--- src/common/mem_pkg.sv ---
package mem_pkg;

    // widths fixed by the RV64 ISA
    localparam int XLEN   = 64;
    localparam int CSR_AW = 12;
    localparam int TAG_W  = 4;

    // data RAM geometry, 64-bit words
    localparam int RAM_AW      = 8;
    localparam int RAM_WORDS   = 256;
    localparam int RAM_LSB     = 3;
    localparam int RAM_LATENCY = 3;

    typedef logic [XLEN-1:0]   xlen_t;
    typedef logic [CSR_AW-1:0] csr_addr_t;
    typedef logic [TAG_W-1:0]  mem_tag_t;
    typedef logic [RAM_AW-1:0] ram_addr_t;

    // ALU_ADD together with a load kind is a load
    typedef enum logic [2:0] {
        ALU_ADD   = 3'd0,
        ALU_CSRRS = 3'd1,
        ALU_CSRRW = 3'd2,
        ALU_ECALL = 3'd3,
        ALU_MRET  = 3'd4,
        ALU_OTHER = 3'd5
    } alu_op_e;

    // load width as decoded by the execute stage
    typedef enum logic [2:0] {
        LD_NONE = 3'd0,
        LD_W    = 3'd1,
        LD_D    = 3'd2,
        LD_B    = 3'd4,
        LD_H    = 3'd6
    } ld_kind_e;

    typedef enum logic [1:0] {
        EXT_NONE = 2'd0,
        EXT_SX32 = 2'd1,
        EXT_ZX32 = 2'd2,
        EXT_SX16 = 2'd3
    } ext_mode_e;

    // machine CSR addresses
    localparam csr_addr_t CSR_MSTATUS = 12'h300;
    localparam csr_addr_t CSR_MTVEC   = 12'h305;
    localparam csr_addr_t CSR_MEPC    = 12'h341;
    localparam csr_addr_t CSR_MCAUSE  = 12'h342;

    localparam xlen_t MSTATUS_RESET = 64'h0000_0000_a000_1800;
    localparam xlen_t MCAUSE_ECALL  = 64'd11;

    // mstatus.MIE and mstatus.MPIE
    localparam int MSTATUS_MIE  = 3;
    localparam int MSTATUS_MPIE = 7;

    // tag carried by every load request
    localparam mem_tag_t LOAD_TAG = 4'd2;

endpackage
--- src/mem_stage/load_align.sv ---
module load_align (
    input  mem_pkg::ld_kind_e  ld_kind_q,
    input  mem_pkg::xlen_t     ld_data,
    input  mem_pkg::ext_mode_e ext_mode,
    input  logic               load_active,
    input  mem_pkg::xlen_t     ex_result,
    output mem_pkg::xlen_t     wb_result
);
    import mem_pkg::*;

    xlen_t raw;
    xlen_t ext;

    // cut the loaded field out, upper bits zero
    always_comb begin
        case (ld_kind_q)
            LD_W: begin
                raw = {32'b0, ld_data[31:0]};
            end
            LD_D: begin
                raw = ld_data;
            end
            LD_B: begin
                raw = {56'b0, ld_data[7:0]};
            end
            LD_H: begin
                raw = {48'b0, ld_data[15:0]};
            end
            default: begin
                raw = '0;
            end
        endcase
    end

    always_comb begin
        case (ext_mode)
            EXT_SX32: begin
                ext = {{32{raw[31]}}, raw[31:0]};
            end
            EXT_ZX32: begin
                ext = {32'b0, raw[31:0]};
            end
            EXT_SX16: begin
                ext = {{48{raw[15]}}, raw[15:0]};
            end
            default: begin
                ext = raw;
            end
        endcase
    end

    // non-loads bypass the stage
    assign wb_result = load_active ? ext : ex_result;

endmodule

--- config.mk ---
export PLATFORM = sky130hd
export DESIGN_NAME = load_align
export DESIGN_NICKNAME = d
export VERILOG_FILES = /design/src/common/mem_pkg.sv /design/src/mem_stage/load_align.sv
export SDC_FILE = /design/constraint.sdc
export NUM_CORES = 1
export LEC_CHECK = 0
export ABC_AREA = 1
export BUFFER_PORTS_ARGS = -buffer_cell sky130_fd_sc_hd__buf_4
export CORE_AREA = 2 2 77 79
export DETAILED_ROUTE_END_ITERATION = 16
export DIE_AREA = 0 0 79 81
export GPL_ROUTABILITY_DRIVEN = 0
export PLACE_DENSITY_LB_ADDON = 0.12
export SLEW_MARGIN = 20
export SYNTH_ARGS = -nofsm -noshare
export SYNTH_HDL_FRONTEND = slang
export SYNTH_SLANG_ARGS = --single-unit
--- constraint.sdc ---
create_clock -name vclk -period 1.4
set_clock_uncertainty 0.1 [all_clocks]
set_input_delay 0.07 -clock vclk [all_inputs]
set_output_delay 0.07 -clock vclk [all_outputs]
set_load 0.02 [all_outputs]
## Yosys cells after proc, flatten, opt, wreduce, memory -nomap -nowiden

Index checks and enable logic that the tools add are counted.

| word-level totals | value |
|---|---|
| bits in registers | 0 |
| RAM bits | 0 |
| memory bits (read-only) | 0 |
| memories | 0 |
| bits in latches | 0 |
| output and inout port bits | 64 |
| input port bits | 134 |

| operators by class | value |
|---|---|
| bitwise gates (word level) | 0 |
| div/mod/pow operators | 0 |
| multiply operators | 0 |
| reduce and logical (&&, ||, !) cells | 0 |
| $lt $le $gt $ge | 0 |
| equal/unequal tests | 7 |
| multiplexer cells | 3 |
| shift-type cells | 0 |
| add/sub/neg operators | 0 |

Operators with widths:

| cell | count |
|---|---|
| 64-bit case mux with 4 select lines | 1 |
| 64-bit case mux with 3 select lines | 1 |
| 64-bit two-way mux | 1 |
| 3-bit equality test (second input constant) | 2 |
| 2-bit equality test (second input constant) | 2 |
| 3-bit by 1-bit equality test with 1-bit output (second input constant) | 1 |
| 3-bit by 2-bit equality test with 1-bit output (second input constant) | 1 |
| 2-bit by 1-bit equality test with 1-bit output (second input constant) | 1 |

## Depth between registers and ports, before layout

| logic depth | value |
|---|---|
| word-level depth | 4 |
| depth in mapped cells | 8 |
| depth with buffers taken out | 7 |

## Least setup slack after synthesis

OpenSTA, ideal clock, no wires.

| path | value |
|---|---|
| kind | in2out |
| from | input load_active |
| to | output wb_result[4] |
| arrival | 1048 ps |
| path slack | 182 ps |
| path buffers | 2 |
| cell stages on the path | 4 |
| path through | buf_2 -> clkbuf_1 -> nand2_1 -> o21ai_0 |

| between the ends | value |
|---|---|
| word-level cells in the longest chain between the ends | 1 |

RTL lines:

| what | RTL line | source |
|---|---|---|
| start: declaration | load_align.sv:5 | `input logic load_active,` |
| 64-bit two-way mux | load_align.sv:53 | `assign wb_result = load_active ? ext : ex_result;` |
| end: declaration | load_align.sv:7 | `output mem_pkg::xlen_t wb_result` |

Every way passes these cells.

## Final worst setup path

| path | value |
|---|---|
| from | input ext_mode[1] |
| to | output wb_result[50] |

| between the ends | value |
|---|---|
| word-level cells in the longest chain between the ends | 3 |
| elaborated cells on any way between the ends | 5 |

RTL lines:

| what | RTL line | source |
|---|---|---|
| start: declaration | load_align.sv:4 | `input mem_pkg::ext_mode_e ext_mode,` |
| 2-bit equality test / 2-bit by 1-bit equality test with 1-bit output (equally long branches) | load_align.sv:36 | `case (ext_mode)` |
| 64-bit case mux with 3 select lines (*) | load_align.sv:36 |  |
| 64-bit two-way mux (*) | load_align.sv:53 |  |

Mark *: on every way between the ends. The rest lies on a longest branch, timed or not.

==> impl_metrics.py <==
metrics = {
    "drt": {
        "vias": 2648,
        "route.detailed.drc": 0,
        "drt.antenna.violating_nets": 0,
        "viasPerCell": 4.45,
        "wl_per_cell_um": 11.6,
        "routed_wirelength_um": 6910,
        "dr.pass1.iters": 4,
        "drt-initial-drc-count": 76,
    },
    "floorplanning": {
        "die-height_um": 81,
        "die_w_um": 79,
        "fp-row-count": 28,
        "pin_count": 198,
        "initial_core_util_pct": 24.6,
        "die-area_um2": 6400,
        "coreArea_um2": 5680,
    },
    "layout": {
        "drive_gt1_share_pct": 45.2,
        "diodes": 0,
        "seq_cell_count": 0,
        "fill_cells": 581,
        "fin_cells": 595,
        "syn_to_final_growth_pct": 125,
        "nNetsFinal": 656,
        "clock_buffers": 0,
        "multi_input_area_um2": 1240,
        "register_area_um2": 0,
    },
    "timing": {
        "hold_violations": 0,
        "slew_headroom_pct": 67.7,
        "period_minus_slack_ns": 1.39,
        "worst_slack_ns": 0.0116,
        "rsz0062_at_grt": "yes",
        "worstMarginPinSlew_ns": 0.485,
        "setup_viol": 0,
        "maxSlewViolCount": 0,
        "fmax_mhz": 720,
        "period_share_pct": 99.2,
    },
    "pwr": {
        "p_per_area_nw_per_um2": 362,
        "peakVddDrop_uv": 194,
        "p_leak_nw": 1.80,
    },
    "global_route": {
        "grt_pass1_vias": 2393,
        "grt_max_degree": 33,
        "grt_overflow": 0,
        "track_usage_pct": 18.4,
        "antenna_found_initial": 0,
        "grt_pass1_wl_um": 9980,
    },
    "status": {
        "status": "finished clean",
    },
    "synthesis": {
        "netlist_top_cells_area": "nor2_1 34%, nand2_1 27%, a21oi_1 11%",
        "synth_compound_area_share_pct": 14.0,
        "syn_area_per_cell_um2": 4.23,
        "synth_cell_types": 19,
        "synth.area.mux_share_pct": 0,
        "synth_top_cell_by_area": "nor2_1",
        "synth_top_family_by_area": "simple AND/OR/NAND/NOR gates",
        "syn-cell-area_um2": 1400,
        "synth_xor_area_share_pct": 0,
        "syn-num-nets": 464,
        "yosys_warnings": 0,
        "postSynthCellCount": 330,
        "ys_seq_area_share_pct": 0,
        "synth_fa_ha_area_share_pct": 0,
        "synth_top_area_share_pct": 34.2,
        "synth-simple-area-share_pct": 70.9,
    },
    "min_path": {
        "hold_depth": 4,
        "hold_path_class": "input pin to output port",
        "holdCritStartpoint": "ex_result[11]",
        "hold-path-endpoint": "wb_result[11]",
    },
    "flow_run": {
        "drv_cap": 0,
    },
    "placed_design": {
        "placed_cells": 591,
        "post-place-ws_ns": -0.112,
        "port_buffers": 198,
        "dpl.hpwl_um": 5190,
    },
    "cts": {
        "cts-hold-fix-buffers": 0,
    },
    "setup_path": {
        "crit_required_ns": 1.23,
        "path_max_fanout": 8,
        "start_kind": "input pin",
        "crit_type": "input pin to output port",
        "worstPathArrival_ns": 1.22,
        "crit_path_end_kind": "output port",
    },
}
-- timing repair --
action                                  in CTS  in global routing
pin swaps                                    0                 11
endpoints found under the setup margin      10                 29
setup buffers                                0                  0
cloned                                       0                  4
resized for setup                            2                 17
-- cell usage in the layout (no fill, tap or decap) --
cell type,instances
buf_4,204
nor2_1,124
nand2_1,94
a21oi_1,30
inv_1,19
nand3_1,10
o21ai_0,8
nand2_2,4
nand2_4,4
clkbuf_16,4
nand3_4,3
nor2_2,3
buf_12,3
inv_2,2
buf_6,2
or2_4,1
inv_4,1
nor2_4,1
nand3_2,1
or2_2,1
a21oi_2,1
-- area by class of cell --
cell class | count | area share [%]
Multi-Input combinational cell | 285 | 39.7
Tap cell | 75 | 2.99
Inverter | 22 | 2.71
Timing Repair Buffer | 213 | 54.6
-- synth_stat cells --
library cell / instances
nand2_1: 99
buf_2: 4
or2_2: 1
nand3_2: 2
buf_6: 3
inv_1: 19
inv_2: 3
nand2_4: 1
or2_1: 1
buf_4: 4
nor2_1: 127
nand3_4: 1
o21ai_0: 8
nor2_4: 1
buf_1: 2
a21oi_1: 31
nand3_1: 11
nand2_2: 2
clkbuf_1: 10
-- cells by family (layout without fill, tap and decap cells) --
family / count (synthesis) / after routing
AND/OR/NAND/NOR: 246 / 246
buffers and inverters: 45 / 235
AO/OA/AOI/OAI: 39 / 39
-- worst max-delay path by stage --
stage | slack (ns) | from | endpoint | depth (start not counted)
2_1_floorplan | 0.18 | load_active | wb_result[4] | 4
3_3_place_gp | -0.07 | ld_kind_q[2] | wb_result[0] | 7
3_5_place_dp | -0.11 | ld_kind_q[2] | wb_result[5] | 7
4_1_cts | -0.001 | ld_kind_q[0] | wb_result[45] | 10
5_1_grt | -0.06 | ext_mode[1] | wb_result[50] | 9
6_report | 0.01 | ext_mode[1] | wb_result[50] | 9
-- stage by stage --
step | setup TNS (ns) | hold slack [ns] | total power [mW] | util [%] | instance area, um^2
floorplan | 0 | 0.209 | 0.512 | - | 1400
global placement | -0.530 | 0.333 | 1.09 | 52.3 | 2970
detailed placement | -0.782 | 0.337 | 1.10 | 52.3 | 2970
CTS | -0.000965 | 0.339 | 1.11 | 52.4 | 2970
global route | -1.12 | 0.354 | 1.24 | 55.3 | 3140
finish | 0 | 0.339 | 1.14 | 55.3 | 3140
-- routing by layer --
metal | global-route usage (%) | vias up | part of all wire, %
li1 | - | 1382 | -
met1 | 19.1 | 1129 | 37
met2 | 38.0 | 127 | 51
met3 | 3.89 | 10 | 10
met4 | 2.93 | 0 | 1.5
met5 | 0 | - | 0
-- worst max-delay path, stage by stage --
cell       delay, ns
buf_6           0.10
or2_4           0.25
nor2_4          0.19
clkbuf_16       0.21
nand2_1         0.05
nand2_1         0.05
nor2_1          0.05
nor2_1          0.10
buf_4           0.15
-- where the power goes --
part	leakage [nW]	internal, mW	total [mW]	switching (mW)
sequential	0	0	0	0
combinational	1.80	0.575	1.14	0.560
clock	0	0	0	0
No activity file was read; power rests on OpenSTA's default activity.
