==> src/common/mem_pkg.sv <==
package mem_pkg;

    // widths fixed by the RV64 ISA
    localparam int XLEN   = 64;
    localparam int CSR_AW = 12;
    localparam int TAG_W  = 4;

    // data RAM geometry, 64-bit words
    localparam int RAM_AW      = 8;
    localparam int RAM_WORDS   = 256;
    localparam int RAM_LSB     = 3;
    localparam int RAM_LATENCY = 3;

    typedef logic [XLEN-1:0]   xlen_t;
    typedef logic [CSR_AW-1:0] csr_addr_t;
    typedef logic [TAG_W-1:0]  mem_tag_t;
    typedef logic [RAM_AW-1:0] ram_addr_t;

    // ALU_ADD together with a load kind is a load
    typedef enum logic [2:0] {
        ALU_ADD   = 3'd0,
        ALU_CSRRS = 3'd1,
        ALU_CSRRW = 3'd2,
        ALU_ECALL = 3'd3,
        ALU_MRET  = 3'd4,
        ALU_OTHER = 3'd5
    } alu_op_e;

    // load width as decoded by the execute stage
    typedef enum logic [2:0] {
        LD_NONE = 3'd0,
        LD_W    = 3'd1,
        LD_D    = 3'd2,
        LD_B    = 3'd4,
        LD_H    = 3'd6
    } ld_kind_e;

    typedef enum logic [1:0] {
        EXT_NONE = 2'd0,
        EXT_SX32 = 2'd1,
        EXT_ZX32 = 2'd2,
        EXT_SX16 = 2'd3
    } ext_mode_e;

    // machine CSR addresses
    localparam csr_addr_t CSR_MSTATUS = 12'h300;
    localparam csr_addr_t CSR_MTVEC   = 12'h305;
    localparam csr_addr_t CSR_MEPC    = 12'h341;
    localparam csr_addr_t CSR_MCAUSE  = 12'h342;

    localparam xlen_t MSTATUS_RESET = 64'h0000_0000_a000_1800;
    localparam xlen_t MCAUSE_ECALL  = 64'd11;

    // mstatus.MIE and mstatus.MPIE
    localparam int MSTATUS_MIE  = 3;
    localparam int MSTATUS_MPIE = 7;

    // tag carried by every load request
    localparam mem_tag_t LOAD_TAG = 4'd2;

endpackage
==> src/design/csr_file.sv <==
module csr_file (
    input  logic               clk,
    input  logic               rst_n,
    input  logic               csr_valid,
    input  mem_pkg::alu_op_e   alu_op,
    input  mem_pkg::csr_addr_t csr_addr,
    input  mem_pkg::xlen_t     src1,
    input  mem_pkg::xlen_t     src2,
    input  mem_pkg::xlen_t     pc,
    output mem_pkg::xlen_t     mepc,
    output mem_pkg::xlen_t     mcause,
    output mem_pkg::xlen_t     mtvec,
    output mem_pkg::xlen_t     mstatus
);
    import mem_pkg::*;

    xlen_t wdata;

    // csrrs sets bits, csrrw replaces
    assign wdata = (alu_op == ALU_CSRRS) ? (src1 | src2) : src1;

    always_ff @(posedge clk or negedge rst_n) begin
        if (!rst_n) begin
            mepc    <= '0;
            mcause  <= '0;
            mtvec   <= '0;
            mstatus <= MSTATUS_RESET;
        end else if (csr_valid) begin
            case (alu_op)
                ALU_CSRRW, ALU_CSRRS: begin
                    case (csr_addr)
                        CSR_MEPC: begin
                            mepc <= wdata;
                        end
                        CSR_MCAUSE: begin
                            mcause <= wdata;
                        end
                        CSR_MTVEC: begin
                            mtvec <= wdata;
                        end
                        CSR_MSTATUS: begin
                            mstatus <= wdata;
                        end
                        default: begin
                            mepc <= mepc;
                        end
                    endcase
                end
                ALU_ECALL: begin
                    // trap entry, MIE saved in MPIE
                    mepc                  <= pc;
                    mcause                <= MCAUSE_ECALL;
                    mstatus[MSTATUS_MPIE] <= mstatus[MSTATUS_MIE];
                    mstatus[MSTATUS_MIE]  <= 1'b0;
                end
                ALU_MRET: begin
                    // restore MIE, MPIE back to one
                    mstatus[MSTATUS_MIE]  <= mstatus[MSTATUS_MPIE];
                    mstatus[MSTATUS_MPIE] <= 1'b1;
                end
                default: begin
                    mstatus <= mstatus;
                end
            endcase
        end
    end

    // loads never reach the CSR port
    a_no_csr_on_add: assert property (
        @(posedge clk) disable iff (!rst_n)
        csr_valid |-> (alu_op != ALU_ADD)
    ) else $error("csr_file: csr_valid with ALU_ADD");

endmodule

==> config.mk <==
export PLATFORM = sky130hd
export DESIGN_NAME = csr_file
export DESIGN_NICKNAME = d
export VERILOG_FILES = /design/src/common/mem_pkg.sv /design/src/design/csr_file.sv
export SDC_FILE = /design/constraint.sdc
export NUM_CORES = 1
export LEC_CHECK = 0
export BUFFER_PORTS_ARGS = -buffer_cell sky130_fd_sc_hd__buf_2
export CELL_PAD_IN_SITES_DETAIL_PLACEMENT = 1
export CELL_PAD_IN_SITES_GLOBAL_PLACEMENT = 1
export CORE_MARGIN = 8
export CORE_UTILIZATION = 34
export DETAILED_ROUTE_END_ITERATION = 10
export PLACE_DENSITY_LB_ADDON = 0.2
export SLEW_MARGIN = 0
export SYNTH_ARGS = -nofsm -noshare
export SYNTH_HDL_FRONTEND = slang
export SYNTH_SLANG_ARGS = --single-unit
==> constraint.sdc <==
create_clock -name clk -period 0.9 [get_ports clk]
set_input_delay 0.135 -clock clk [delete_from_list [all_inputs] [get_ports clk]]
set_output_delay 0.135 -clock clk [all_outputs]
set_load 0.03 [all_outputs]
# Word level (Yosys, flattened, before mapping)
# Cells that the tools add are included.
# classes
n_reduce_logical	8
shift	0
add_sub_neg	0
order_cmp	0
mux	8
div	0
n_eq_ne	11
bitwise_logic	1
n_mul	0
# ops
operator	n
case mux 64 bit (2 select lines)	2
2-to-1 mux 64 bit	3
OR 64 bit	1
== test 12 x 10 -> 1 bit (second input constant)	4
AND reduction 3 bit	5
2-to-1 mux 8 bit	1
== test 3 x 2 -> 1 bit (second input constant)	2
inequality test 2 x 1 -> 1 bit (second input constant)	3
case mux 1 bit (3 select lines)	2
== test 3 x 1 -> 1 bit (second input constant)	1
== test 3 bit (second input constant)	1
nonzero test 3 bit	1
nonzero test 2 bit	1
OR reduction 2 bit	1
# totals
n_memories	0
output_inout_bits	256
latch_bits	0
in_bits	210
mem_bits_rw	0
elab_cells	33
romBits	0
ff_bits	256

# Depth between registers and ports, before layout
# depth
word_depth	4
ltp_mapped	8
mapped_depth_nobuf	4

# Worst setup path after synthesis
# OpenSTA, ideal clock, no wires.
# synth_path
path_kind	input -> register
startpoint	in alu_op[0]
endpoint	reg mstatus[10]
n_path_buf	4
path_slack_ns	-1.226
arrival_ns	2.001
cell_stages	8
path_cell_list	buf_6 and3b_1 clkbuf_2 or4b_4 or3_1 buf_6 buf_12 mux2_4
# synth_via
elab_chain_cells	3
elab_cells_between_ends	5
cone_classes	eq/ne (2); mux (1); reduce/logical (2)
# synth_lines
element	line	text
start: declaration	csr_file.sv:5	input mem_pkg::alu_op_e alu_op,
== test 3 x 1 -> 1 bit / == test 3 x 2 -> 1 bit (equally long branches)	csr_file.sv:20, csr_file.sv:29	
OR reduction 2 bit	csr_file.sv:29	case (alu_op)
AND reduction 3 bit (no source line)	n/a	
end signal: assignment	csr_file.sv:42	mstatus <= wdata;
end signal: indexed assignment	csr_file.sv:53	mstatus[MSTATUS_MPIE] <= mstatus[MSTATUS_MIE];
end signal: indexed assignment	csr_file.sv:58	mstatus[MSTATUS_MIE] <= mstatus[MSTATUS_MPIE];
end: declaration	csr_file.sv:13	output mem_pkg::xlen_t mstatus
# Parallel ways exist; a longest one is shown, timed or not.
# A chain may end at the register's enable or synchronous reset.

# Final worst setup path
# layout_path
startpoint	in alu_op[0]
endpoint	reg mtvec[43]
# layout_via
elab_chain_cells	3
elab_cells_between_ends	5
cone_classes	eq/ne (2); mux (1); reduce/logical (2)
# layout_lines
element	line	text
== test 3 x 1 -> 1 bit / == test 3 x 2 -> 1 bit (equally long branches)	csr_file.sv:20, csr_file.sv:29	
OR reduction 2 bit	csr_file.sv:29	
AND reduction 3 bit (no source line)	n/a	
end signal: assignment	csr_file.sv:39	mtvec <= wdata;
end: declaration	csr_file.sv:12	output mem_pkg::xlen_t mtvec,
# Parallel ways exist; a longest one is shown, timed or not.

==> summary.txt <==
Worst setup path
  – WS Path Type: in -> reg
  – Worst reg2reg path depth: 4
  – CP Launch Type: primary input
  – CP max FO: 8
  – CP Data Required Time: 1.33 ns
  – R2r endpoint: mstatus[3]$_DFFE_PN0P_
  – Worst Setup End Kind: register
  – R2R Setup Slk: -0.16 ns
  – Worst Path Arrival: 1.96 ns
  – Reg2reg start: mstatus[7]$_DFFE_PN0P_

Clocking
  – H-tree depth: 1
  – TritonCTS clock tree: built
  – Clk root buf: clkbuf_16
  – Clk_lat worst skew: 0.54 ns
  – Clock sinks: 256
  – Clock-pin slew on the worst setup and hold paths: 0.06 ns
  – CTS Buf Count: 29
  – Clock Tree Buf Depth: 3

Drt
  – 1st-iter DRT viols: 525
  – ANT nets after route: 0
  – Pre-Repair DR Iteration Count: 4
  – Vias: 11698
  – Residual DRC: 0
  – WL final: 62600 um
  – Via/cell ratio: 5.12
  – DR WL/cell: 27.4 um

Floorplan
  – # rows: 68
  – Chip width: 202 um
  – Die area: 0.0406 mm2
  – Die H: 202 um
  – Top Ports: 466
  – CORE AREA: 0.0342 mm2
  – Initial Utilization: 34.2%

Global routing
  – Initial antenna violation count: 8
  – Overflow after GRT: 0
  – Maximum number of pins on one net before global-route repair: 119
  – Tot GR Track Use: 24.5%
  – Vias in the first global route: 12218
  – First-pass GRT wire length: 78200 um

Cells and area
  – Nets: 2011
  – Final core utilization: 64.6%
  – Most common cell after layout, fill and taps aside: buf_6
  – Area Overhead vs Synth: 88.9%
  – Finished Cell Area: 0.0221 mm2
  – Share of cells above drive strength 1: 57.4%
  – Final Non-Filler Cells: 2284
  – Most frequent cells in the layout: buf_6, dfrtp_1, mux2_4, buf_4, buf_2

Place
  – Post-DP Area: 0.0157 mm2
  – Post-Place Cells: 1862
  – Place WS: -1.17 ns
  – Port Buf Inserts: 465
  – DP Wirelength: 33800 um
  – Routability cong.: 0.845

Synthesis
  – Synth Register Bits: 256
  – Synth warn: 0
  – Netlist Area Pre-Place: 0.0117 mm2
  – Dominant cell type by area after synthesis: dfrtp_1
  – Post-synth EDFFs: 0
  – Mapped Avg Cell Area: 12.6 um2
  – Ys async rst share: 100%
  – Post-synth top flop: dfrtp_1
  – Mapped Nets: 1137
  – Top cells by area, synth: dfrtp_1, mux2_2, mux2_4
  – Seq/Total Area, Yosys: 54.8%
  – Unique cell type count in the Yosys netlist: 33
  – Post-Syn Instances: 927
  – Yosys top cell area share: 53.9%

Timing
  – Max-slew violation total from the final report: 0
  – Final worst-path cycle share: 171%
  – Setup tns final: -221.34 ns
  – Post-route setup slack: -0.636 ns
  – Rel. slew slack: 57.0%
  – Setup violations, final: 512
  – Crit path time final: 1.54 ns
  – Slew @ Worst Pin: 0.646 ns
  – Setup Skew: 0.00325 ns
  – Hold Fails Final Rpt: 0
  – RSZ-0062 raised after global routing: yes
  – FMAX: 651 MHz

Hold path
  – Hold WC Path Type: in -> async

Power and ir drop
  – Pwr dens: 1840 mW/mm2
  – Max IR drop VDD: 1.74 mV
  – Static Leak: 0.0113 uW

Job
  – Maxcap violations: 0

Run status
  – Status: finished with violations
  – Violated checks: setup timing
## critical path, stage by stage
cell	delay, ns
buf_8	0.10
and3b_4	0.19
or4b_4	0.53
nor3_4	0.21
buf_6	0.16
buf_12	0.15
buf_16	0.16
mux2_4	0.32
## synth_stat cells, types with 6 or more instances
master / count
nand2_1: 68
a21o_1: 62
mux2_4: 60
nor2_1: 66
buf_1: 7
o21ai_0: 63
mux2_2: 192
dfrtp_1: 252
a21oi_1: 71
buf_12: 6
clkbuf_1: 25
buf_2: 20
## per-layer routing
metal	share of wire, %	up-vias	track usage [%]	routed length, um
li1	-	5013	-	-
met1	37	5979	29.1	23400
met2	50	545	41.7	31400
met3	7.1	161	6.61	4440
met4	5.4	0	9.50	3360
met5	0	-	0	0
## timing repair
| action | CTS | global route |
|---|---|---|
| resized for setup | 97 | 763 |
| hold buffers | 173 | 0 |
| setup endpoints to repair | 512 | 518 |
| setup buffers | 20 | 160 |
| hold endpoints to repair | 483 | 0 |
| gates cloned | 17 | 1 |
| pin swaps | 4 | 2 |
## worst max path at each step
stage	from	slack (ns)	endpoint
floorplan	alu_op[0]	-1.18	mstatus[10]$_DFFE_PN0P_
global placement	alu_op[0]	-1.15	mstatus[16]$_DFFE_PN0P_
detailed placement	alu_op[0]	-1.17	mstatus[20]$_DFFE_PN0P_
CTS	alu_op[0]	-0.56	mstatus[41]$_DFFE_PN0P_
global route	alu_op[0]	-0.64	mtvec[43]$_DFFE_PN0P_
finish	alu_op[0]	-0.64	mtvec[43]$_DFFE_PN0P_
## logic make-up (layout without fill, tap and decap cells)
logic type,after synthesis,count (layout),synth area share (%)
muxes,256,256,26.5
DFF,256,256,54.8
AOI/OAI and AO/OA,200,200,9.97
and+or+nand+nor,152,152,5.52
buffers and inverters,63,958,3.21
other,0,7,0
## through the flow
step                power (uW)  hold slack (ns)
floorplan                20000           -0.161
global placement         23600          -0.0332
detailed placement       23700          -0.0355
CTS                      36600          -0.0101
global route             42000         -0.00173
finish                   40800          0.00388
## report_power, final
group / internal [uW] / total [uW] / switching [uW]
Sequential: 13000 / 14500 / 1430
Combinational: 7390 / 14100 / 6760
Clock: 7140 / 12100 / 5010
## flip-flops by register name, summed over array words and instances (netlist names)
signal,cells
mepc,64
mcause,64
mtvec,64
mstatus,64
## final cells by class
cell class | count | area (um2)
antenna | 7 | 17.5
clock buffer | 47 | 873
clock inverter | 5 | 75.1
fill | 3329 | 12100
inverter | 2 | 7.51
multi-input combinational | 608 | 5650
sequential | 256 | 6410
tap | 455 | 569
timing repair buffer | 904 | 8510
Power figures use the tool's default switching activity.
