$ cat config.mk
export PLATFORM = sky130hd
export DESIGN_NAME = load_ctrl_flat
export DESIGN_NICKNAME = d
export VERILOG_FILES = /design/src/common/mem_pkg.sv /design/src/common/mem_rd_if.sv /design/src/mem_stage/load_ctrl.sv /design/src/flat_wrapper.sv
export SDC_FILE = /design/constraint.sdc
export NUM_CORES = 1
export LEC_CHECK = 0
export ABC_AREA = 0
export BUFFER_PORTS_ARGS = -buffer_cell sky130_fd_sc_hd__buf_2
export CAP_MARGIN = 15
export CORE_ASPECT_RATIO = 0.8
export CORE_UTILIZATION = 49
export CTS_CLUSTER_SIZE = 16
export DETAILED_ROUTE_END_ITERATION = 8
export GPL_TIMING_DRIVEN = 1
export MAX_ROUTING_LAYER = met4
export PLACE_DENSITY = 0.86
export SETUP_SLACK_MARGIN = 0.5
export SLEW_MARGIN = 15
export SYNTH_ARGS = -nofsm -noshare
export SYNTH_HDL_FRONTEND = slang
export SYNTH_SLANG_ARGS = --single-unit
$ cat constraint.sdc
create_clock -name clk -period 3.46 [get_ports clk]
set_input_delay 0.173 -clock clk [delete_from_list [all_inputs] [get_ports clk]]
set_output_delay 0.173 -clock clk [all_outputs]
set_load 0.1 [all_outputs]
$ cat src/common/mem_pkg.sv
package mem_pkg;

    // widths fixed by the RV64 ISA
    localparam int XLEN   = 64;
    localparam int CSR_AW = 12;
    localparam int TAG_W  = 4;

    // data RAM geometry, 64-bit words
    localparam int RAM_AW      = 8;
    localparam int RAM_WORDS   = 256;
    localparam int RAM_LSB     = 3;
    localparam int RAM_LATENCY = 3;

    typedef logic [XLEN-1:0]   xlen_t;
    typedef logic [CSR_AW-1:0] csr_addr_t;
    typedef logic [TAG_W-1:0]  mem_tag_t;
    typedef logic [RAM_AW-1:0] ram_addr_t;

    // ALU_ADD together with a load kind is a load
    typedef enum logic [2:0] {
        ALU_ADD   = 3'd0,
        ALU_CSRRS = 3'd1,
        ALU_CSRRW = 3'd2,
        ALU_ECALL = 3'd3,
        ALU_MRET  = 3'd4,
        ALU_OTHER = 3'd5
    } alu_op_e;

    // load width as decoded by the execute stage
    typedef enum logic [2:0] {
        LD_NONE = 3'd0,
        LD_W    = 3'd1,
        LD_D    = 3'd2,
        LD_B    = 3'd4,
        LD_H    = 3'd6
    } ld_kind_e;

    typedef enum logic [1:0] {
        EXT_NONE = 2'd0,
        EXT_SX32 = 2'd1,
        EXT_ZX32 = 2'd2,
        EXT_SX16 = 2'd3
    } ext_mode_e;

    // machine CSR addresses
    localparam csr_addr_t CSR_MSTATUS = 12'h300;
    localparam csr_addr_t CSR_MTVEC   = 12'h305;
    localparam csr_addr_t CSR_MEPC    = 12'h341;
    localparam csr_addr_t CSR_MCAUSE  = 12'h342;

    localparam xlen_t MSTATUS_RESET = 64'h0000_0000_a000_1800;
    localparam xlen_t MCAUSE_ECALL  = 64'd11;

    // mstatus.MIE and mstatus.MPIE
    localparam int MSTATUS_MIE  = 3;
    localparam int MSTATUS_MPIE = 7;

    // tag carried by every load request
    localparam mem_tag_t LOAD_TAG = 4'd2;

endpackage
$ cat src/common/mem_rd_if.sv
interface mem_rd_if;
    import mem_pkg::*;

    // request, a single-cycle pulse
    logic     req;
    xlen_t    addr;
    mem_tag_t tag;

    // response, tag echoed back
    logic     done;
    xlen_t    rdata;
    mem_tag_t rtag;

    modport requester (
        output req, addr, tag,
        input  done, rdata, rtag
    );

    modport responder (
        input  req, addr, tag,
        output done, rdata, rtag
    );

endinterface

$ cat src/mem_stage/load_ctrl.sv
module load_ctrl (
    input  logic              clk,
    input  logic              rst_n,
    input  mem_pkg::ld_kind_e ld_kind,
    input  mem_pkg::xlen_t    src1,
    input  mem_pkg::xlen_t    src2,
    mem_rd_if.requester       rd,
    output mem_pkg::xlen_t    ld_data,
    output mem_pkg::ld_kind_e ld_kind_q,
    output logic              res_valid,
    output logic              mem_idle
);
    import mem_pkg::*;

    typedef enum logic [1:0] {
        IDLE = 2'd0,
        MEM  = 2'd1,
        EN   = 2'd2,
        FN   = 2'd3
    } state_e;

    state_e   state;
    state_e   state_nxt;
    xlen_t    addr_q;
    mem_tag_t tag_q;
    logic     start;
    logic     rsp_hit;

    // a load is taken only from IDLE
    assign start = (state == IDLE) && (ld_kind != LD_NONE);

    // responses carrying a foreign tag are dropped
    assign rsp_hit = rd.done && (rd.rtag == tag_q);

    always_comb begin
        state_nxt = state;
        case (state)
            IDLE: begin
                if (start) begin
                    state_nxt = MEM;
                end
            end
            MEM: begin
                state_nxt = EN;
            end
            EN: begin
                if (rsp_hit) begin
                    state_nxt = FN;
                end
            end
            FN: begin
                state_nxt = IDLE;
            end
            default: begin
                state_nxt = IDLE;
            end
        endcase
    end

    always_ff @(posedge clk or negedge rst_n) begin
        if (!rst_n) begin
            state     <= IDLE;
            ld_kind_q <= LD_NONE;
            tag_q     <= '0;
        end else begin
            state <= state_nxt;
            if (start) begin
                ld_kind_q <= ld_kind;
                tag_q     <= LOAD_TAG;
            end
        end
    end

    // effective address and returned word
    always_ff @(posedge clk) begin
        if (start) begin
            addr_q <= src1 + src2;
        end
        if ((state == EN) && rsp_hit) begin
            ld_data <= rd.rdata;
        end
    end

    assign rd.req  = (state == MEM);
    assign rd.addr = addr_q;
    assign rd.tag  = tag_q;

    assign res_valid = (state == FN);
    // busy while the request is out
    assign mem_idle  = !((state == MEM) || (state == EN));

    // req follows an accepted load by one cycle and carries the load tag
    a_req_only_in_mem: assert property (
        @(posedge clk) disable iff (!rst_n)
        rd.req |-> ($past(start) && (rd.tag == LOAD_TAG))
    ) else $error("load_ctrl: req without an accepted load");

    // a response with no load pending means the RAM and the FSM disagree
    a_no_done_in_idle: assert property (
        @(posedge clk) disable iff (!rst_n)
        rd.done |-> (state != IDLE)
    ) else $error("load_ctrl: done seen while IDLE");

endmodule

$ cat src/flat_wrapper.sv
// flat-port wrapper written by rule: the top's interface ports become plain ports
module load_ctrl_flat import mem_pkg::*;
  (clk, rst_n, ld_kind, src1, src2, ld_data, ld_kind_q, res_valid, mem_idle, rd_req, rd_addr, rd_tag, rd_done, rd_rdata, rd_rtag);
  mem_rd_if rd_i ();
  input  logic clk;
  input  logic rst_n;
  input  mem_pkg::ld_kind_e ld_kind;
  input  mem_pkg::xlen_t src1;
  input  mem_pkg::xlen_t src2;
  output mem_pkg::xlen_t ld_data;
  output mem_pkg::ld_kind_e ld_kind_q;
  output logic res_valid;
  output logic mem_idle;
  output wire logic [$bits(rd_i.req)-1:0] rd_req;
  output wire logic [$bits(rd_i.addr)-1:0] rd_addr;
  output wire logic [$bits(rd_i.tag)-1:0] rd_tag;
  input wire logic [$bits(rd_i.done)-1:0] rd_done;
  input wire logic [$bits(rd_i.rdata)-1:0] rd_rdata;
  input wire logic [$bits(rd_i.rtag)-1:0] rd_rtag;
  assign rd_req = rd_i.req;
  assign rd_addr = rd_i.addr;
  assign rd_tag = rd_i.tag;
  assign rd_i.done = rd_done;
  assign rd_i.rdata = rd_rdata;
  assign rd_i.rtag = rd_rtag;
  load_ctrl u_core (.clk(clk), .rst_n(rst_n), .ld_kind(ld_kind), .src1(src1), .src2(src2), .rd(rd_i), .ld_data(ld_data), .ld_kind_q(ld_kind_q), .res_valid(res_valid), .mem_idle(mem_idle));
endmodule
# Yosys cells after proc, flatten, opt, wreduce, memory -nomap -nowiden
# Cells that the tools add are included.
[word_totals] romBits=0 latch_bits=0 in_bits=202 regBits=134 ram_bits=0 wordCells=23 output_inout_bits=138 mem_count=0
[op_classes] shifts=0 muxes=3 n_bitwise=0 multipliers=0 n_eq_ne=6 n_addsub=1 n_reduce_logical=8 n_lt_le_gt_ge=0 n_div=0
[ops] op="64-bit adder" n=1
[ops] op="2-bit one-hot mux with 4 select lines" n=1
[ops] op="2-bit equality test (second input constant)" n=2
[ops] op="4-bit by 2-bit equality test with 1-bit output" n=1
[ops] op="2-bit 2-to-1 mux" n=2
[ops] op="2-bit by 1-bit inequality test with 1-bit output (second input constant)" n=2
[ops] op="1-bit logical AND" n=3
[ops] op="3-bit nonzero test" n=1
[ops] op="2-bit by 1-bit equality test with 1-bit output (second input constant)" n=1
[ops] op="2-bit logical NOT" n=1
[ops] op="2-bit AND reduction" n=1
[ops] op="1-bit logical NOT" n=1
[ops] op="1-bit logical OR" n=1

# Depth between registers and ports, before layout
[logic_depth] depth_word=4 depth_mapped=12 ltp_nobuf=12

# Worst setup path after synthesis
# No wires, ideal clock.
[synth_path] kind="register to register" start="register u_core.tag_q[1] (netlist: u_core.rd.tag[1])" end="register u_core.ld_data[0], enable pin" path_stages_with_launch=3 n_path_buf=0 path_slack_ns=0.305 setup_time_ns=0.429 required_time_ns=3.031 arrival_time_ns=2.726 cell_sequence="dfrtp_1 > xnor2_1 > and3_1"
[synth_via] elab_chain_cells=3
[synth_lines] element="from (decl)" line="load_ctrl.sv:25" source="mem_tag_t tag_q;"
[synth_lines] element="from (signal assigned)" line="load_ctrl.sv:64" source="tag_q <= '0;"
[synth_lines] element="from (signal assigned)" line="load_ctrl.sv:69" source="tag_q <= LOAD_TAG;"
[synth_lines] element="4-bit by 2-bit equality test with 1-bit output" line="load_ctrl.sv:33" source="assign rsp_hit = rd.done && (rd.rtag == tag_q);"
[synth_lines] element="1-bit logical AND" line="load_ctrl.sv:33"
[synth_lines] element="1-bit logical AND" line="load_ctrl.sv:79" source="if ((state == EN) && rsp_hit) begin"
[synth_lines] element="to (signal assigned)" line="load_ctrl.sv:80" source="ld_data <= rd.rdata;"
[synth_lines] element="to (decl)" line="load_ctrl.sv:8" source="output mem_pkg::xlen_t ld_data,"
# Every way passes these cells.
# A chain may end at the register's enable or synchronous reset.

# Worst setup path after layout
[layout_path] start="input src1[0]" end="register u_core.addr_q[60] (netlist: u_core.rd.addr[60]) (data pin)"
[layout_via] elab_chain_cells=1
[layout_lines] element="from (decl)" line="flat_wrapper.sv:8" source="input mem_pkg::xlen_t src1;"
[layout_lines] element="64-bit adder" line="load_ctrl.sv:77" source="addr_q <= src1 + src2;"
[layout_lines] element="to (signal assigned)" line="load_ctrl.sv:77"
[layout_lines] element="to (decl)" line="load_ctrl.sv:24" source="xlen_t addr_q;"
# Every way passes these cells.

==> flow_summary.ini <==
[placement]
port_buffers = 336
dp.cells = 1261
place_congestion = 0.961
pre_cts_slack_ns = 0.0817
dp_hpwl_mm = 18.1

[synth]
synth_ff_type = edfxtp_1
avgSynthCellArea_um2 = 10.9
ys_ff_latch = 134
async_reset_ff_share_pct = 4.48
synth_area_mm2 = 0.00797
yosysSeqAreaShare_pct = 50.1
yosysWarnings = 0
synth-edff-count = 128
ys_types = 60
postSynthCellCount = 732
ys_top_cells_by_area = edfxtp_1 (48%), ha_1 (11%), a21oi_1 (5.1%)
synth_top_area_share_pct = 48.3
yosys.area.top_type = edfxtp_1

[routing]
dr.first_iter.drc_count = 575
route.final.wire_length_mm = 24.8
num_vias = 7436
drt_first_pass_iters = 5
avgViaCountPerCell = 5.44
ant_nets = 0
post_drt_wl_per_cell_um = 18.2
drc_errors = 0

[sta]
finalHoldViolCount = 0
setup_tns_ns = 0
final.period_utilization_pct = 81.9
setup_ws_ns = 0.628
max_freq_mhz = 353
maxSlewViolCount = 0
clock_skew_ns = 0.0114
worstMarginPinSlew_ns = 0.731
slew-limit-headroom_pct = 51.2
setup_viol = 0
rsz0062_at_grt = false
min_period_ns = 2.83
whs_ns = 0.0374

[die]
rows = 41
ios = 340
fp.dieH_um = 116
core_area_mm2 = 0.0159
die_w_um = 145
fp.dieArea_mm2 = 0.0168
initial_core_util_pct = 50.2

[worst_hold_path]
worstHoldStart = ld_kind[1]
hold_class = primary input to flip-flop
hold_depth = 2
whs_endpoint = u_core.ld_kind_q[1]

[clock_network]
clk_path_buf_depth = 2
clockRootBuffer = clkbuf_16
insertion_delay_ns = 0.42
path_clk_slew_ns = 0.06
cts_buffers = 17
htree_levels = 4
cts.sinks = 134
cts_tree = built

[setup_path]
cpPeakStageDelay_ns = 0.40
required_ns = 3.62
cp.arrival_ns = 3.00
cp_max_fo = 3
slowest_stage = fa_1
path_cells = buf_2 -> ha_1 -> fa_1 -> a21o_1 -> a221oi_1 -> buf_4 -> and3b_4 -> nor4_1 -> o211ai_1 -> a21oi_1 -> o31ai_2 -> o21ai_1 -> a21oi_1 -> xnor2_1
worstSetupPathType = primary input to flip-flop
start_kind = primary input
reg2reg_depth = 5
endpoint_kind = flip-flop
reg2reg_from = u_core.state[0]
rr_endpoint = u_core.rd.addr[16]
regToRegSetupSlack_ns = 1.26
cpMostUsedCell = a21oi_1

[global_route]
grt_pass1_vias = 6863
grt_usage_pct = 30.4
grt_max_degree = 43
overflow = 0
grt_pass1_wl_mm = 36.7
antenna_found_initial = 3

[run_status]
status = complete, no violations

[job]
drv_cap = 0

[power_and_ir_drop]
totalPowerFinal_mw = 8.01
static-leakage-power_nw = 5.00
p_per_area_mw_per_mm2 = 717
vdd_drop_max_mv = 0.505

[cells_and_area]
drive_gt1_share_pct = 33.8
layout.nets = 1403
syn_to_final_growth_pct = 40.2
instances_no_fill = 1368
## through the flow
step           cell area (um2)  util [%]
2_1_floorplan             7970         -
3_3_place_gp              9850      62.2
3_5_place_dp              9850      62.2
4_1_cts                  11100      70.3
5_1_grt                  11200      70.4
6_report                 11200      70.5
## cell families (layout without fill, tap and decap cells)
logic type	Yosys count	after routing	share of synthesized area, %
AND/OR/NAND/NOR	197	197	12.2
flip-flops	134	134	50.1
XOR/XNOR	63	63	6.93
buffers and inverters	51	463	2.59
adder cells (fa/ha/maj)	68	68	10.8
other	1	10	0.0471
AO/OA/AOI/OAI	218	218	17.3
## layout by cell type (no fill, tap or decap), drive strengths merged, types with 3 or more instances in the layout
cell type / instances
dfrtp: 6
diode: 7
and3: 8
o21ai: 41
nor3: 5
a31oi: 8
o211ai: 4
xnor2: 39
a21o: 34
a221oi: 4
ha: 67
nand4: 20
a21boi: 3
a211oi: 3
conb: 3
inv: 28
a21oi: 81
o31ai: 3
edfxtp: 128
buf: 343
nand3: 11
nor2: 47
clkbuf: 17
xor2: 24
dlygate4sd3: 67
and4: 3
clkinv: 4
nor2b: 11
o21bai: 15
nand2: 63
and2: 5
nand2b: 13
o21a: 4
## state kept, by name, summed over array words and instances, names as in the netlist
| register | flops |
|---|---|
| u_core.ld_data | 64 |
| u_core.ld_kind_q | 3 |
| u_core.state | 2 |
| u_core.rd.tag | 1 |
| u_core.rd.addr | 64 |
## area by class of cell
type                       instances  area, um2
antenna                            7       17.5
tap                              215        269
sequential                       134       3990
multi-input combinational        549       3780
clock buffer                      17        425
clock inverter                    15        189
fill                            1179       4680
timing repair buffer             410       2420
inverter                          21       78.8
## cells in the mapped netlist (all sizes together) (2+ instances only)
library cell,n
edfxtp,128
buf,6
o21a,4
and4,3
o31ai,3
a211oi,3
nand2b,13
a21boi,3
nand2,63
o22ai,2
xor2,24
inv,21
o31a,2
o211ai,4
nand3,11
nor3,5
dfrtp,6
a22o,2
or4,2
o21ai,41
xnor2,39
a2111oi,2
a21oi,81
ha,67
nor2,47
nand4,20
clkbuf,24
o21bai,15
a41oi,2
and3b,2
a21o,34
and3,8
a221oi,4
a31oi,8
nor2b,11
and2,5
nor4,2
## routing by layer
layer  vias up  global-route usage, %  wire [um]
li1       3541                      -          -
met1      3498                   38.6      10500
met2       356                   48.0      12100
met3        41                   5.58       1650
met4         0                   12.6        559
met5         -                      -          0
## timing repair
action	in CTS	in global routing
hold buffers	67	0
buffers inserted	0	1
resized for setup	0	2
endpoints found under the hold margin	72	0
endpoints found under the setup margin	0	2
## critical path, delay by kind of cell
kind | cells | cell delay, ns
compound gates | 7 | 1.58
xor+xnor | 1 | 0.09
fa+ha+maj | 2 | 0.62
buf+inv | 2 | 0.28
simple gates | 2 | 0.26
## report_power, final
part | internal (mW) | switching [mW]
sequential | 2.21 | 0.102
clock | 1.10 | 0.791
combinational | 0.711 | 3.10
total | 4.02 | 3.99
## worst max path at each step
stage / to / slack (ns) / from
6_report: u_core.rd.addr[60] / 0.63 / src1[0]
5_1_grt: u_core.rd.addr[60] / 0.51 / src1[0]
4_1_cts: u_core.rd.addr[60] / 0.51 / src1[0]
3_5_place_dp: u_core.rd.addr[60] / 0.08 / src1[0]
3_3_place_gp: u_core.rd.addr[60] / 0.21 / src1[0]
2_1_floorplan: u_core.rd.addr[60] / 0.54 / src1[0]
No activity file was read; power rests on OpenSTA's default activity.
